[src/isa_pkg.sv]
`default_nettype none

package isa_pkg;

    //////////////////////////////
    // datapath and register file
    //////////////////////////////

    // width of a result value carried on the CDB
    localparam int xlen = 64;

    // architectural registers visible to software
    localparam int arch_regs = 32;

    // bits needed to name one architectural register
    localparam int reg_w = $clog2(arch_regs);

    //////////////////////////////
    // instruction kinds
    //////////////////////////////

    // recorded at dispatch and carried to commit
    // stores and branches have no destination register
    typedef enum logic [1:0] {
        kind_alu    = 2'd0,
        kind_load   = 2'd1,
        kind_store  = 2'd2,
        kind_branch = 2'd3
    } inst_kind_e;

endpackage

`default_nettype wire

[src/core_pkg.sv]
`default_nettype none

package core_pkg;

    //////////////////////////////
    // reorder buffer sizing
    //////////////////////////////

    // entries in the ROB unless the top level overrides it
    // must stay a power of two, at least 4, so head and tail wrap for free
    localparam int default_rob_depth = 16;

    //////////////////////////////
    // reorder buffer entry state
    //////////////////////////////

    // lifecycle of one ROB slot
    // empty     slot is free, head or tail may point at it
    // issued    allocated at dispatch, waiting for its CDB broadcast
    // complete  result captured, waiting to reach the head
    typedef enum logic [1:0] {
        rob_empty    = 2'd0,
        rob_issued   = 2'd1,
        rob_complete = 2'd2
    } rob_state_e;

endpackage

`default_nettype wire
[src/complete_backend.sv]
`timescale 1ns/100ps
`default_nettype none

module complete_backend #(
    parameter int rob_depth = core_pkg::default_rob_depth
) (
    input  logic                          clock,
    input  logic                          reset,
    // dispatch
    input  logic                          dispatch_valid,
    input  isa_pkg::inst_kind_e           dispatch_kind,
    input  logic [isa_pkg::reg_w-1:0]     dispatch_reg,
    output logic [$clog2(rob_depth)-1:0]  dispatch_tag,
    output logic                          rob_full,
    // ALU / branch results
    input  logic                          ex_valid,
    input  logic                          ex_done,
    input  logic [isa_pkg::xlen-1:0]      ex_value,
    input  logic [$clog2(rob_depth)-1:0]  ex_tag,
    input  logic                          ex_take_branch,
    output logic                          ex_rejected,
    // load/store results
    input  logic                          lsq_valid,
    input  logic                          lsq_done,
    input  logic [isa_pkg::xlen-1:0]      lsq_value,
    input  logic [$clog2(rob_depth)-1:0]  lsq_tag,
    // CDB, also fed back into the ROB and map table
    output logic                          cdb_valid,
    output logic [$clog2(rob_depth)-1:0]  cdb_tag,
    output logic [isa_pkg::xlen-1:0]      cdb_value,
    output logic                          cdb_take_branch,
    // retirement
    output logic                          commit_valid,
    output logic [$clog2(rob_depth)-1:0]  commit_tag,
    output isa_pkg::inst_kind_e           commit_kind,
    output logic [isa_pkg::reg_w-1:0]     commit_reg,
    output logic [isa_pkg::xlen-1:0]      commit_value,
    output logic                          commit_take_branch,
    // operand lookup
    input  logic [isa_pkg::reg_w-1:0]     lookup_reg,
    output logic [$clog2(rob_depth)-1:0]  lookup_tag,
    output logic                          lookup_ready
);

    //////////////////////////////
    // result arbiter
    //////////////////////////////

    stage_cp #(
        .rob_depth (rob_depth)
    ) u_stage_cp (
        .clock           (clock),
        .reset           (reset),
        .ex_valid        (ex_valid),
        .ex_done         (ex_done),
        .ex_value        (ex_value),
        .ex_tag          (ex_tag),
        .ex_take_branch  (ex_take_branch),
        .lsq_valid       (lsq_valid),
        .lsq_done        (lsq_done),
        .lsq_value       (lsq_value),
        .lsq_tag         (lsq_tag),
        .cdb_valid       (cdb_valid),
        .cdb_tag         (cdb_tag),
        .cdb_value       (cdb_value),
        .cdb_take_branch (cdb_take_branch),
        .ex_rejected     (ex_rejected)
    );

    //////////////////////////////
    // reorder buffer
    //////////////////////////////

    reorder_buffer #(
        .rob_depth (rob_depth)
    ) u_rob (
        .clock              (clock),
        .reset              (reset),
        .dispatch_valid     (dispatch_valid),
        .dispatch_kind      (dispatch_kind),
        .dispatch_reg       (dispatch_reg),
        .cdb_valid          (cdb_valid),
        .cdb_tag            (cdb_tag),
        .cdb_value          (cdb_value),
        .cdb_take_branch    (cdb_take_branch),
        .dispatch_tag       (dispatch_tag),
        .rob_full           (rob_full),
        .commit_valid       (commit_valid),
        .commit_tag         (commit_tag),
        .commit_kind        (commit_kind),
        .commit_reg         (commit_reg),
        .commit_value       (commit_value),
        .commit_take_branch (commit_take_branch)
    );

    //////////////////////////////
    // rename map
    //////////////////////////////

    // sees the same dispatch and tag the ROB hands out
    map_table #(
        .rob_depth (rob_depth)
    ) u_map_table (
        .clock          (clock),
        .reset          (reset),
        .dispatch_valid (dispatch_valid),
        .dispatch_kind  (dispatch_kind),
        .dispatch_reg   (dispatch_reg),
        .dispatch_tag   (dispatch_tag),
        .rob_full       (rob_full),
        .cdb_valid      (cdb_valid),
        .cdb_tag        (cdb_tag),
        .lookup_reg     (lookup_reg),
        .lookup_tag     (lookup_tag),
        .lookup_ready   (lookup_ready)
    );

endmodule

`default_nettype wire

[src/map_table.sv]
`timescale 1ns/100ps
`default_nettype none

module map_table #(
    parameter int rob_depth = core_pkg::default_rob_depth
) (
    input  logic                          clock,
    input  logic                          reset,
    // dispatch as seen by the ROB
    input  logic                          dispatch_valid,
    input  isa_pkg::inst_kind_e           dispatch_kind,
    input  logic [isa_pkg::reg_w-1:0]     dispatch_reg,
    input  logic [$clog2(rob_depth)-1:0]  dispatch_tag,
    input  logic                          rob_full,
    // broadcast side
    input  logic                          cdb_valid,
    input  logic [$clog2(rob_depth)-1:0]  cdb_tag,
    // operand lookup
    input  logic [isa_pkg::reg_w-1:0]     lookup_reg,
    output logic [$clog2(rob_depth)-1:0]  lookup_tag,
    output logic                          lookup_ready
);
    import isa_pkg::*;

    localparam int tag_w = $clog2(rob_depth);

    // newest producer of each register and whether its value is out
    logic [tag_w-1:0]     tag_q [arch_regs];
    logic [arch_regs-1:0] ready_q;

    logic                 writes_reg;
    logic                 do_rename;

    //////////////////////////////
    // rename decision
    //////////////////////////////

    // stores and branches have no destination
    assign writes_reg = (dispatch_kind == kind_alu) || (dispatch_kind == kind_load);

    // a dispatch the ROB drops must not touch the map
    assign do_rename = dispatch_valid && !rob_full && writes_reg;

    //////////////////////////////
    // table update
    //////////////////////////////

    always_ff @(posedge clock) begin
        if (reset) begin
            for (int r = 0; r < arch_regs; r++) begin
                tag_q[r] <= '0;
            end
            ready_q <= '1;
        end else begin
            // wake every register still waiting on the broadcast tag
            // an older producer no longer matches once renamed
            if (cdb_valid) begin
                for (int r = 0; r < arch_regs; r++) begin
                    if (tag_q[r] == cdb_tag) begin
                        ready_q[r] <= 1'b1;
                    end
                end
            end

            // later assignment wins, same-edge rename stays not ready
            if (do_rename) begin
                tag_q[dispatch_reg]   <= dispatch_tag;
                ready_q[dispatch_reg] <= 1'b0;
            end
        end
    end

    //////////////////////////////
    // lookup
    //////////////////////////////

    assign lookup_tag   = tag_q[lookup_reg];
    assign lookup_ready = ready_q[lookup_reg];

endmodule

`default_nettype wire

[src/reorder_buffer.sv]
`timescale 1ns/100ps
`default_nettype none

module reorder_buffer #(
    parameter int rob_depth = core_pkg::default_rob_depth
) (
    input  logic                          clock,
    input  logic                          reset,
    // allocation side
    input  logic                          dispatch_valid,
    input  isa_pkg::inst_kind_e           dispatch_kind,
    input  logic [isa_pkg::reg_w-1:0]     dispatch_reg,
    // completion side, straight off the CDB
    input  logic                          cdb_valid,
    input  logic [$clog2(rob_depth)-1:0]  cdb_tag,
    input  logic [isa_pkg::xlen-1:0]      cdb_value,
    input  logic                          cdb_take_branch,
    // tag handed to the instruction being dispatched
    output logic [$clog2(rob_depth)-1:0]  dispatch_tag,
    output logic                          rob_full,
    // retirement port
    output logic                          commit_valid,
    output logic [$clog2(rob_depth)-1:0]  commit_tag,
    output isa_pkg::inst_kind_e           commit_kind,
    output logic [isa_pkg::reg_w-1:0]     commit_reg,
    output logic [isa_pkg::xlen-1:0]      commit_value,
    output logic                          commit_take_branch
);
    import isa_pkg::*;
    import core_pkg::*;

    localparam int tag_w = $clog2(rob_depth);

    // per entry state and payload
    rob_state_e         state_q  [rob_depth];
    inst_kind_e         kind_q   [rob_depth];
    logic [reg_w-1:0]   reg_q    [rob_depth];
    logic [xlen-1:0]    value_q  [rob_depth];
    logic               branch_q [rob_depth];

    // circular pointers, one extra count bit to tell full from empty
    logic [tag_w-1:0]   head;
    logic [tag_w-1:0]   tail;
    logic [tag_w:0]     count;

    logic               do_dispatch;
    logic               do_complete;
    logic               do_retire;

    //////////////////////////////
    // status and strobes
    //////////////////////////////

    assign dispatch_tag = tail;

    // count tops out at rob_depth, which is the only value with the msb set
    assign rob_full = count[tag_w];

    // dispatch while full is dropped
    assign do_dispatch = dispatch_valid && !rob_full;

    // only a waiting entry takes a broadcast
    // a stray tag aimed at a free slot is ignored
    assign do_complete = cdb_valid && (state_q[cdb_tag] == rob_issued);

    // head leaves as soon as its result is in
    assign do_retire = (state_q[head] == rob_complete);

    //////////////////////////////
    // control state
    //////////////////////////////

    always_ff @(posedge clock) begin
        if (reset) begin
            for (int i = 0; i < rob_depth; i++) begin
                state_q[i] <= rob_empty;
            end
            head         <= '0;
            tail         <= '0;
            count        <= '0;
            commit_valid <= 1'b0;
        end else begin
            commit_valid <= do_retire;

            if (do_complete) begin
                state_q[cdb_tag] <= rob_complete;
            end

            // retire frees the head slot and moves on
            if (do_retire) begin
                state_q[head] <= rob_empty;
                head          <= head + 1'b1;
            end

            // tail slot is always free when not full
            if (do_dispatch) begin
                state_q[tail] <= rob_issued;
                tail          <= tail + 1'b1;
            end

            // occupancy, unchanged when both or neither happen
            case ({do_dispatch, do_retire})
                2'b10:   count <= count + 1'b1;
                2'b01:   count <= count - 1'b1;
                default: count <= count;
            endcase
        end
    end

    //////////////////////////////
    // payload and commit outputs
    //////////////////////////////

    always_ff @(posedge clock) begin
        // what the instruction is and where it writes
        if (do_dispatch) begin
            kind_q[tail] <= dispatch_kind;
            reg_q[tail]  <= dispatch_reg;
        end

        // result and branch outcome arrive later from the CDB
        if (do_complete) begin
            value_q[cdb_tag]  <= cdb_value;
            branch_q[cdb_tag] <= cdb_take_branch;
        end

        // fields only meaningful while commit_valid is high
        if (do_retire) begin
            commit_tag         <= head;
            commit_kind        <= kind_q[head];
            commit_reg         <= reg_q[head];
            commit_value       <= value_q[head];
            commit_take_branch <= branch_q[head];
        end
    end

endmodule

`default_nettype wire

[src/stage_cp.sv]
`timescale 1ns/100ps
`default_nettype none

module stage_cp #(
    parameter int rob_depth = core_pkg::default_rob_depth
) (
    input  logic                          clock,
    input  logic                          reset,
    // result port from the ALU / branch unit
    input  logic                          ex_valid,
    input  logic                          ex_done,
    input  logic [isa_pkg::xlen-1:0]      ex_value,
    input  logic [$clog2(rob_depth)-1:0]  ex_tag,
    input  logic                          ex_take_branch,
    // result port from the load/store queue
    input  logic                          lsq_valid,
    input  logic                          lsq_done,
    input  logic [isa_pkg::xlen-1:0]      lsq_value,
    input  logic [$clog2(rob_depth)-1:0]  lsq_tag,
    // common data bus
    output logic                          cdb_valid,
    output logic [$clog2(rob_depth)-1:0]  cdb_tag,
    output logic [isa_pkg::xlen-1:0]      cdb_value,
    output logic                          cdb_take_branch,
    output logic                          ex_rejected
);
    import isa_pkg::*;

    localparam int tag_w = $clog2(rob_depth);

    logic               lsq_wins;
    logic               ex_wins;
    logic               next_valid;
    logic [tag_w-1:0]   next_tag;
    logic [xlen-1:0]    next_value;
    logic               next_branch;

    //////////////////////////////
    // winner select
    //////////////////////////////

    // lsq has fixed priority, it is never turned away
    assign lsq_wins = lsq_valid && lsq_done;
    assign ex_wins  = !lsq_wins && ex_valid && ex_done;

    always_comb begin
        next_valid  = lsq_wins || ex_wins;
        next_tag    = '0;
        next_value  = {xlen{1'b0}};
        next_branch = 1'b0;
        if (lsq_wins) begin
            // memory ops never redirect fetch
            next_tag   = lsq_tag;
            next_value = lsq_value;
        end else if (ex_wins) begin
            next_tag    = ex_tag;
            next_value  = ex_value;
            next_branch = ex_take_branch;
        end
    end

    //////////////////////////////
    // broadcast register
    //////////////////////////////

    always_ff @(posedge clock) begin
        if (reset) begin
            cdb_valid       <= 1'b0;
            cdb_tag         <= '0;
            cdb_value       <= {xlen{1'b0}};
            cdb_take_branch <= 1'b0;
            ex_rejected     <= 1'b0;
        end else begin
            // idle cycles leave the bus all zero
            cdb_valid       <= next_valid;
            cdb_tag         <= next_tag;
            cdb_value       <= next_value;
            cdb_take_branch <= next_branch;
            // based on valid only, so ex resends even if lsq was not done
            ex_rejected     <= ex_valid && lsq_valid;
        end
    end

endmodule

`default_nettype wire

[config.mk]
export PLATFORM = sky130hd
export DESIGN_NAME = complete_backend
export DESIGN_NICKNAME = d
export VERILOG_FILES = /design/src/isa_pkg.sv /design/src/core_pkg.sv /design/src/complete_backend.sv /design/src/map_table.sv /design/src/reorder_buffer.sv /design/src/stage_cp.sv
export SDC_FILE = /design/constraint.sdc
export NUM_CORES = 2
export LEC_CHECK = 0
export BUFFER_PORTS_ARGS = -buffer_cell sky130_fd_sc_hd__buf_2
export CAP_MARGIN = 20
export CORE_UTILIZATION = 50
export CTS_CLUSTER_DIAMETER = 120
export DETAILED_ROUTE_END_ITERATION = 6
export PLACE_DENSITY_LB_ADDON = 0.08
export SLEW_MARGIN = 15
export SYNTH_ARGS = -nofsm -noshare
export SYNTH_HDL_FRONTEND = slang
export SYNTH_SLANG_ARGS = --single-unit
[constraint.sdc]
create_clock -name clock -period 6.5 [get_ports clock]
set_input_delay 0.65 -clock clock [delete_from_list [all_inputs] [get_ports clock]]
set_output_delay 0.65 -clock clock [all_outputs]
set_load 0.02 [all_outputs]
# Yosys cells after proc, flatten, opt, wreduce, memory -nomap -nowiden
# Memories as Yosys holds them, arrays and structs flattened. A register that Yosys moved wholly into a read port is not among the register bits.
# Index checks and enable logic that the tools add are counted.
dict set report op_classes {
  addsub 4
  magnitude_cmp 3
  n_eq_ne 37
  mux 75
  bitwise_logic 3
  reduce_logical 19
}
# op count
set ops {}
lappend ops {{4-bit == test} 32}
lappend ops {{64-bit 2-to-1 mux} 2}
lappend ops {{32-bit 2-to-1 mux} 3}
lappend ops {{1-bit 2-to-1 mux} 54}
lappend ops {{4-bit 2-to-1 mux} 9}
lappend ops {{32-bit bitwise AND} 1}
lappend ops {{32-bit NOT} 1}
lappend ops {{5-bit by 6-bit < comparator with 1-bit output (second input constant)} 2}
lappend ops {{5-bit case mux with 2 select lines} 1}
lappend ops {{4-bit by 1-bit adder with 4-bit output (second input constant)} 2}
lappend ops {{1-bit logical AND} 8}
lappend ops {{2-bit by 1-bit == test with 1-bit output (second input constant)} 3}
lappend ops {{2-bit 2-to-1 mux} 3}
lappend ops {{2-bit OR reduction} 3}
lappend ops {{5-bit by 1-bit adder with 5-bit output (second input constant)} 1}
lappend ops {{1-bit binary-select mux with 5-bit select} 1}
lappend ops {{1-bit demux with 5-bit select} 1}
lappend ops {{5-bit by 1-bit greater-or-equal comparator with 1-bit output (second input constant)} 1}
lappend ops {{5-bit 2-to-1 mux} 1}
lappend ops {{5-bit by 1-bit subtractor with 5-bit output (second input constant)} 1}
lappend ops {{2-bit == test (second input constant)} 2}
lappend ops {{4-bit OR reduction} 1}
lappend ops {{3-bit OR reduction} 1}
lappend ops {{1-bit logical NOT} 2}
lappend ops {{other kinds (4)} 5}
dict set report word_totals {
  ff_bits 121
  ramBits 1312
  inputBits 156
  mem_count 6
}
# memory depth width read_ports rd_ports_with_merged_regs write_ports line_no
set memory_table {}
lappend memory_table {u_rob.value_q 16 64 1 1 1 reorder_buffer.sv:38} ;# logic [xlen-1:0] value_q [rob_depth];
lappend memory_table {u_map_table.tag_q 32 4 33 0 32 map_table.sv:28} ;# logic [tag_w-1:0] tag_q [arch_regs];
lappend memory_table {u_rob.reg_q 16 5 1 1 1 reorder_buffer.sv:37} ;# logic [reg_w-1:0] reg_q [rob_depth];
lappend memory_table {u_rob.kind_q 16 2 1 1 1 reorder_buffer.sv:36} ;# inst_kind_e kind_q [rob_depth];
lappend memory_table {u_rob.state_q 16 2 2 2 16 reorder_buffer.sv:35} ;# rob_state_e state_q [rob_depth];
lappend memory_table {u_rob.branch_q 16 1 1 1 1 reorder_buffer.sv:39} ;# logic branch_q [rob_depth];

# Logic depth before layout (Yosys ltp)
dict set report logic_depth {
  ltp_word 8
  ltp_mapped 16
  mapped_depth_nobuf 14
}

# Cells and area by module
# From an unflattened synthesis, not the netlist that was laid out.
dict set report hier_totals {
  hier_cells 2957
  area_unflattened_um2 59669.7
}
# module n_inst cells_each area_per_inst_um2 seq_area_each_um2
set modules_own_cells {}
lappend modules_own_cells {reorder_buffer 1 2017 48163.7 37876.3}
lappend modules_own_cells {map_table 1 694 8780.9 4484.3}
lappend modules_own_cells {stage_cp 1 246 2725.1 1421.4}

# Worst setup path before layout
# OpenSTA, ideal clock, no wires.
dict set report synth_path {
  path_type {register to register}
  from {reg u_stage_cp.cdb_tag[0]}
  to {mem u_rob.branch_q[9], enable pin}
  arrival_time_ps 6043
  path_slack_ps -116
  stages_incl_launch_ff 5
  path_buffers 1
  period_less_slack_ps 6616
  path_cell_list {dfxtp_1 -> buf_6 -> mux4_2 -> or3b_1 -> nor3_1}
}
# item line_no
set synth_rtl {}
lappend synth_rtl {{start, declared} stage_cp.sv:22} ;# output logic [$clog2(rob_depth)-1:0] cdb_tag,
lappend synth_rtl {{start signal, assigned} stage_cp.sv:76} ;# cdb_tag <= next_tag;
lappend synth_rtl {{end, declared} reorder_buffer.sv:39}
# No word-level cell before the write port.

==> metrics.md <==
| Metric | Value |
|---|---|
| Outcome | complete, no violations |
| Pin count of the biggest net entering global routing | 132 |
| Cell types occupying the most area after synthesis | edfxtp_1 69%, mux4_2 16%, dfxtp_1 5.2%, xor2_1 1.5%, a22o_1 0.99% |
| Worst-case hold slack | 0.0959 ns |
| Total Power | 21600 uW |
| Sequential fraction of design power | 51.0% |
| Crit-path cells | or3b_2, a22oi_1, o22a_1, nand3_4, inv_4, ha_1, xor2_1, ha_1, or3b_2, a21oi_1, o21bai_1, a21oi_1, xnor2_1, nor2_1 |
| Initial cell density of the core | 50.7% |
| Gr usage total | 23.3% |
| Register-to-register setup slack | 2.14 ns |
| Number of gates resized after CTS | 0 |
| Fraction of final layout cells with drive strength greater than 1 | 32.9% |
| Kind of end point of the critical path | flop |
| Final Routed Wirelength | 138 mm |
| Global route total overflow | 0 |
| Worst endpoint required time | 7.12 ns |
| Kind of start point of the critical path | flop |
| Final setup fails | 0 |
| Max H-tree Level | 4 |
| ANT nets after route | 0 |
| Vias per cell | 6.01 |
| Area enclosed by the die boundary | 120000 um^2 |
| Clk_skew | 0.0212 ns |
| Number of synthesized flops with an enable pin | 1356 |
| Max transition margin | 26.5% |
| Flip-flop and latch count after synthesis | 1509 |
| Worst Hold Endpoint | u_stage_cp.cdb_value[56] |
| Number of unique standard cell types used by synthesis | 66 |
| Fraction of the yosys area taken by sequential cells | 73.9% |
| Buffer levels on the longest clock path | 3 |
| Class of the tightest hold or removal check | input port to flop |
| Area growth, synth to finish | 14.5% |
| Hold depth | 2 |
| Ys flop type | edfxtp_1 |
| Max FFs per register | 1024 |
| CTS tree | built |
| Gate count after technology mapping | 2898 |
| Clock period minus final worst setup slack | 4.36 ns |
| Synthesized area divided by synthesized cell count | 20.4 um^2 |
| Setup repair after global routing missed its margin | false |
| Hold buffer count at CTS | 0 |
| Power density over cell area | 319 nW/um^2 |
| Number of filler instances in the final layout | 8539 |
| Net switching component of the power | 4870 uW |
| Most flop-heavy register | u_rob.value_q |
| FP Rows | 125 |
| Setup Crit Path Kind | flop to flop |
| Max IR drop VDD | 0.249 mV |
| Width of the chip | 346 um |
| Worst stage delay on the critical path | 0.67 ns |
| Reg2Reg Depth | 14 |
| Later-pin clock latency in the skew report | 0.75 ns |
| Antenna violations before repair | 5 |
| Number of clock sinks seen by CTS | 1509 |
| Fraction of post-synthesis cell area in the top cell type by area | 68.7% |
| Total area of sequential cells | 43800 um^2 |
| # IOs | 314 |
| Placed wire-length estimate | 78.4 mm |
| Avg WL per Cell | 28.0 um |
| Detailed-router iteration count before antenna repair | 5 |
| Cell total after placement | 4624 |
| Endpoint of the lowest-slack register-to-register path | u_rob.count[4] |
| Vias in the first global route | 31.3k |
| Total via count in the routed design | 29.6k |
| Input/output buffers | 313 |
| Wire length of the first global-routing pass | 204 mm |
| Power share of the combinational group | 8.8% |
| Max Cap Viol | 0 |
| Clock buffers created by TritonCTS | 157 |
| Internal power | 16800 uW |
| Post-synth ARST share | 0% |
| Worst Max-Slew Pin Slew | 1.10 ns |
| Dominant cell type by area after synthesis | edfxtp_1 |
| Endpoints failing hold | 0 |
| Buffers inserted during post-CTS setup optimization | 0 |
| Syn Nets | 3065 |
| Summed instance area of the synthesized netlist | 59300 um^2 |
| Number of design-rule violations left by the first detailed-router iteration | 2528 |
| Switching share of power | 22.5% |
| Part of the cycle the worst path needs | 67.1% |
| Final Max Slew Viols | 0 |
| Cell area after placement | 62700 um^2 |
| Area of all placed cells without fillers | 67800 um^2 |
| Max stage delay cell, worst path | inv_4 |
| Synthesis Warnings | 0 |
| Clock root buffer | clkbuf_16 |
| Static Leakage | 0.0220 uW |
| Drt drc | 0 |
| Net count, final | 3429 |
| Clk network pwr share | 40.3% |
| Largest registers | u_rob.value_q: 1024 flops, u_map_table.tag_q: 128 flops, u_rob.reg_q: 80 flops |
| CP arrival | 4.98 ns |
| Hold Startpoint | ex_value[56] |
| Commonest cells in the synthesized netlist | 1356 x edfxtp_1, 414 x mux4_2, 153 x dfxtp_1 |
| GP Congestion | 0.824 |
| Die Span Y | 346 um |
| Max Clk Rate | 0.229 GHz |
| Final cell count without fillers | 4921 |
| Area of combinational cells with multiple inputs | 14700 um^2 |
| Max Fanout on Critical Path | 46 |
| Most repeated cell in the gate-level netlist after synthesis | edfxtp_1 |
| Area of the core region | 117000 um^2 |
| Post-Route Utilization | 58.1% |
| Clock-pin slew on the worst setup and hold paths | 0.06 ns |
==> kinds of logic after synthesis <==
group                    Yosys count  share of synthesized area, %
multiplexers                     427                          16.0
AND/OR/NAND/NOR                  441                          4.05
buffers and inverters            206                          1.46
adder cells (fa/ha/maj)           11                         0.232
AO/OA/AOI/OAI                    167                          2.38
XOR/XNOR                         137                          2.02
flip-flops                      1509                          73.9
==> cell usage in the layout (no fill, tap or decap), types with 5 or more instances in the layout <==
cell          n
mux2_2        6
a22o_1       67
nor3_1      107
clkinv_1     29
nor2b_1       6
nor2_4       12
xor2_1      101
buf_2       312
nor2_1      107
and2_1       61
nand3b_1      8
edfxtp_1   1356
buf_12        7
inv_1        26
inv_6         5
nand3_1      10
or3b_2       13
clkinv_8      5
nand2b_1     12
a21oi_1      18
xnor2_1      36
or2_2        32
a311oi_1     36
mux2i_1       7
nor4_1        5
dfxtp_1     144
buf_4        62
clkbuf_16   161
nand2_1      24
clkbuf_1     39
o21ai_0       8
dfxtp_2       5
bufinv_16     8
ha_1         11
clkbuf_8     15
mux4_2      414
clkinv_2     22
and3_1       14
==> critical path, delay by kind of cell (launching register included) <==
kind / cells / cell delay (ns)
AOI/OAI and AO/OA: 5 / 0.87
xor gates and xnor gates: 2 / 0.27
adders and majority gates: 2 / 0.72
buffers and inverters: 1 / 0.67
DFF: 1 / 0.44
and+or+nand+nor: 4 / 1.24
==> power groups by stage <==
| stage | registers, uW | clock network, uW | logic, uW |
|---|---|---|---|
| 2_1_floorplan | 11200 | 0 | 1320 |
| 3_3_place_gp | 11200 | 0 | 1910 |
| 3_5_place_dp | 11200 | 0 | 1940 |
| 4_1_cts | 11000 | 8910 | 1950 |
| 5_1_grt | 11000 | 9250 | 2040 |
| 6_report | 11000 | 8710 | 1900 |
==> layout make-up <==
| cell class | count | area share [%] |
|---|---|---|
| clock inverters | 78 | 1.00 |
| diodes | 1 | 0.00369 |
| inverters | 27 | 0.153 |
| well taps | 1524 | 2.81 |
| repair buffers | 384 | 3.30 |
| flip-flops and latches | 1509 | 64.6 |
| clock buffers | 215 | 6.46 |
| multi-input cells | 1183 | 21.7 |
==> per-stage QoR <==
stage | TNS (ns) | worst slack (ns)
after floorplan | -0.0371 | -0.0206
after global placement | 0 | 2.15
after detailed placement | 0 | 2.17
after CTS | 0 | 2.14
after global routing | 0 | 1.84
final | 0 | 2.14
==> worst max path at each step <==
stage	slack, ns	endpoint	cells past startpoint
after floorplan	-0.02	u_rob.state_q[7][0]	6
after global placement	2.15	u_rob.count[4]	14
after detailed placement	2.17	u_rob.count[4]	14
after CTS	2.14	u_rob.count[4]	14
after global routing	1.84	u_rob.count[4]	14
final	2.14	u_rob.count[4]	14
==> routing by layer <==
metal  wire (um)  track usage (%)  up-vias
met2       70200             39.2      919
met1       58200             31.7    15900
met5           0                0        -
met4        2620             6.19        0
li1            -                -    12600
met3        7090             3.65      187
(Power assumes the default switching activity.)
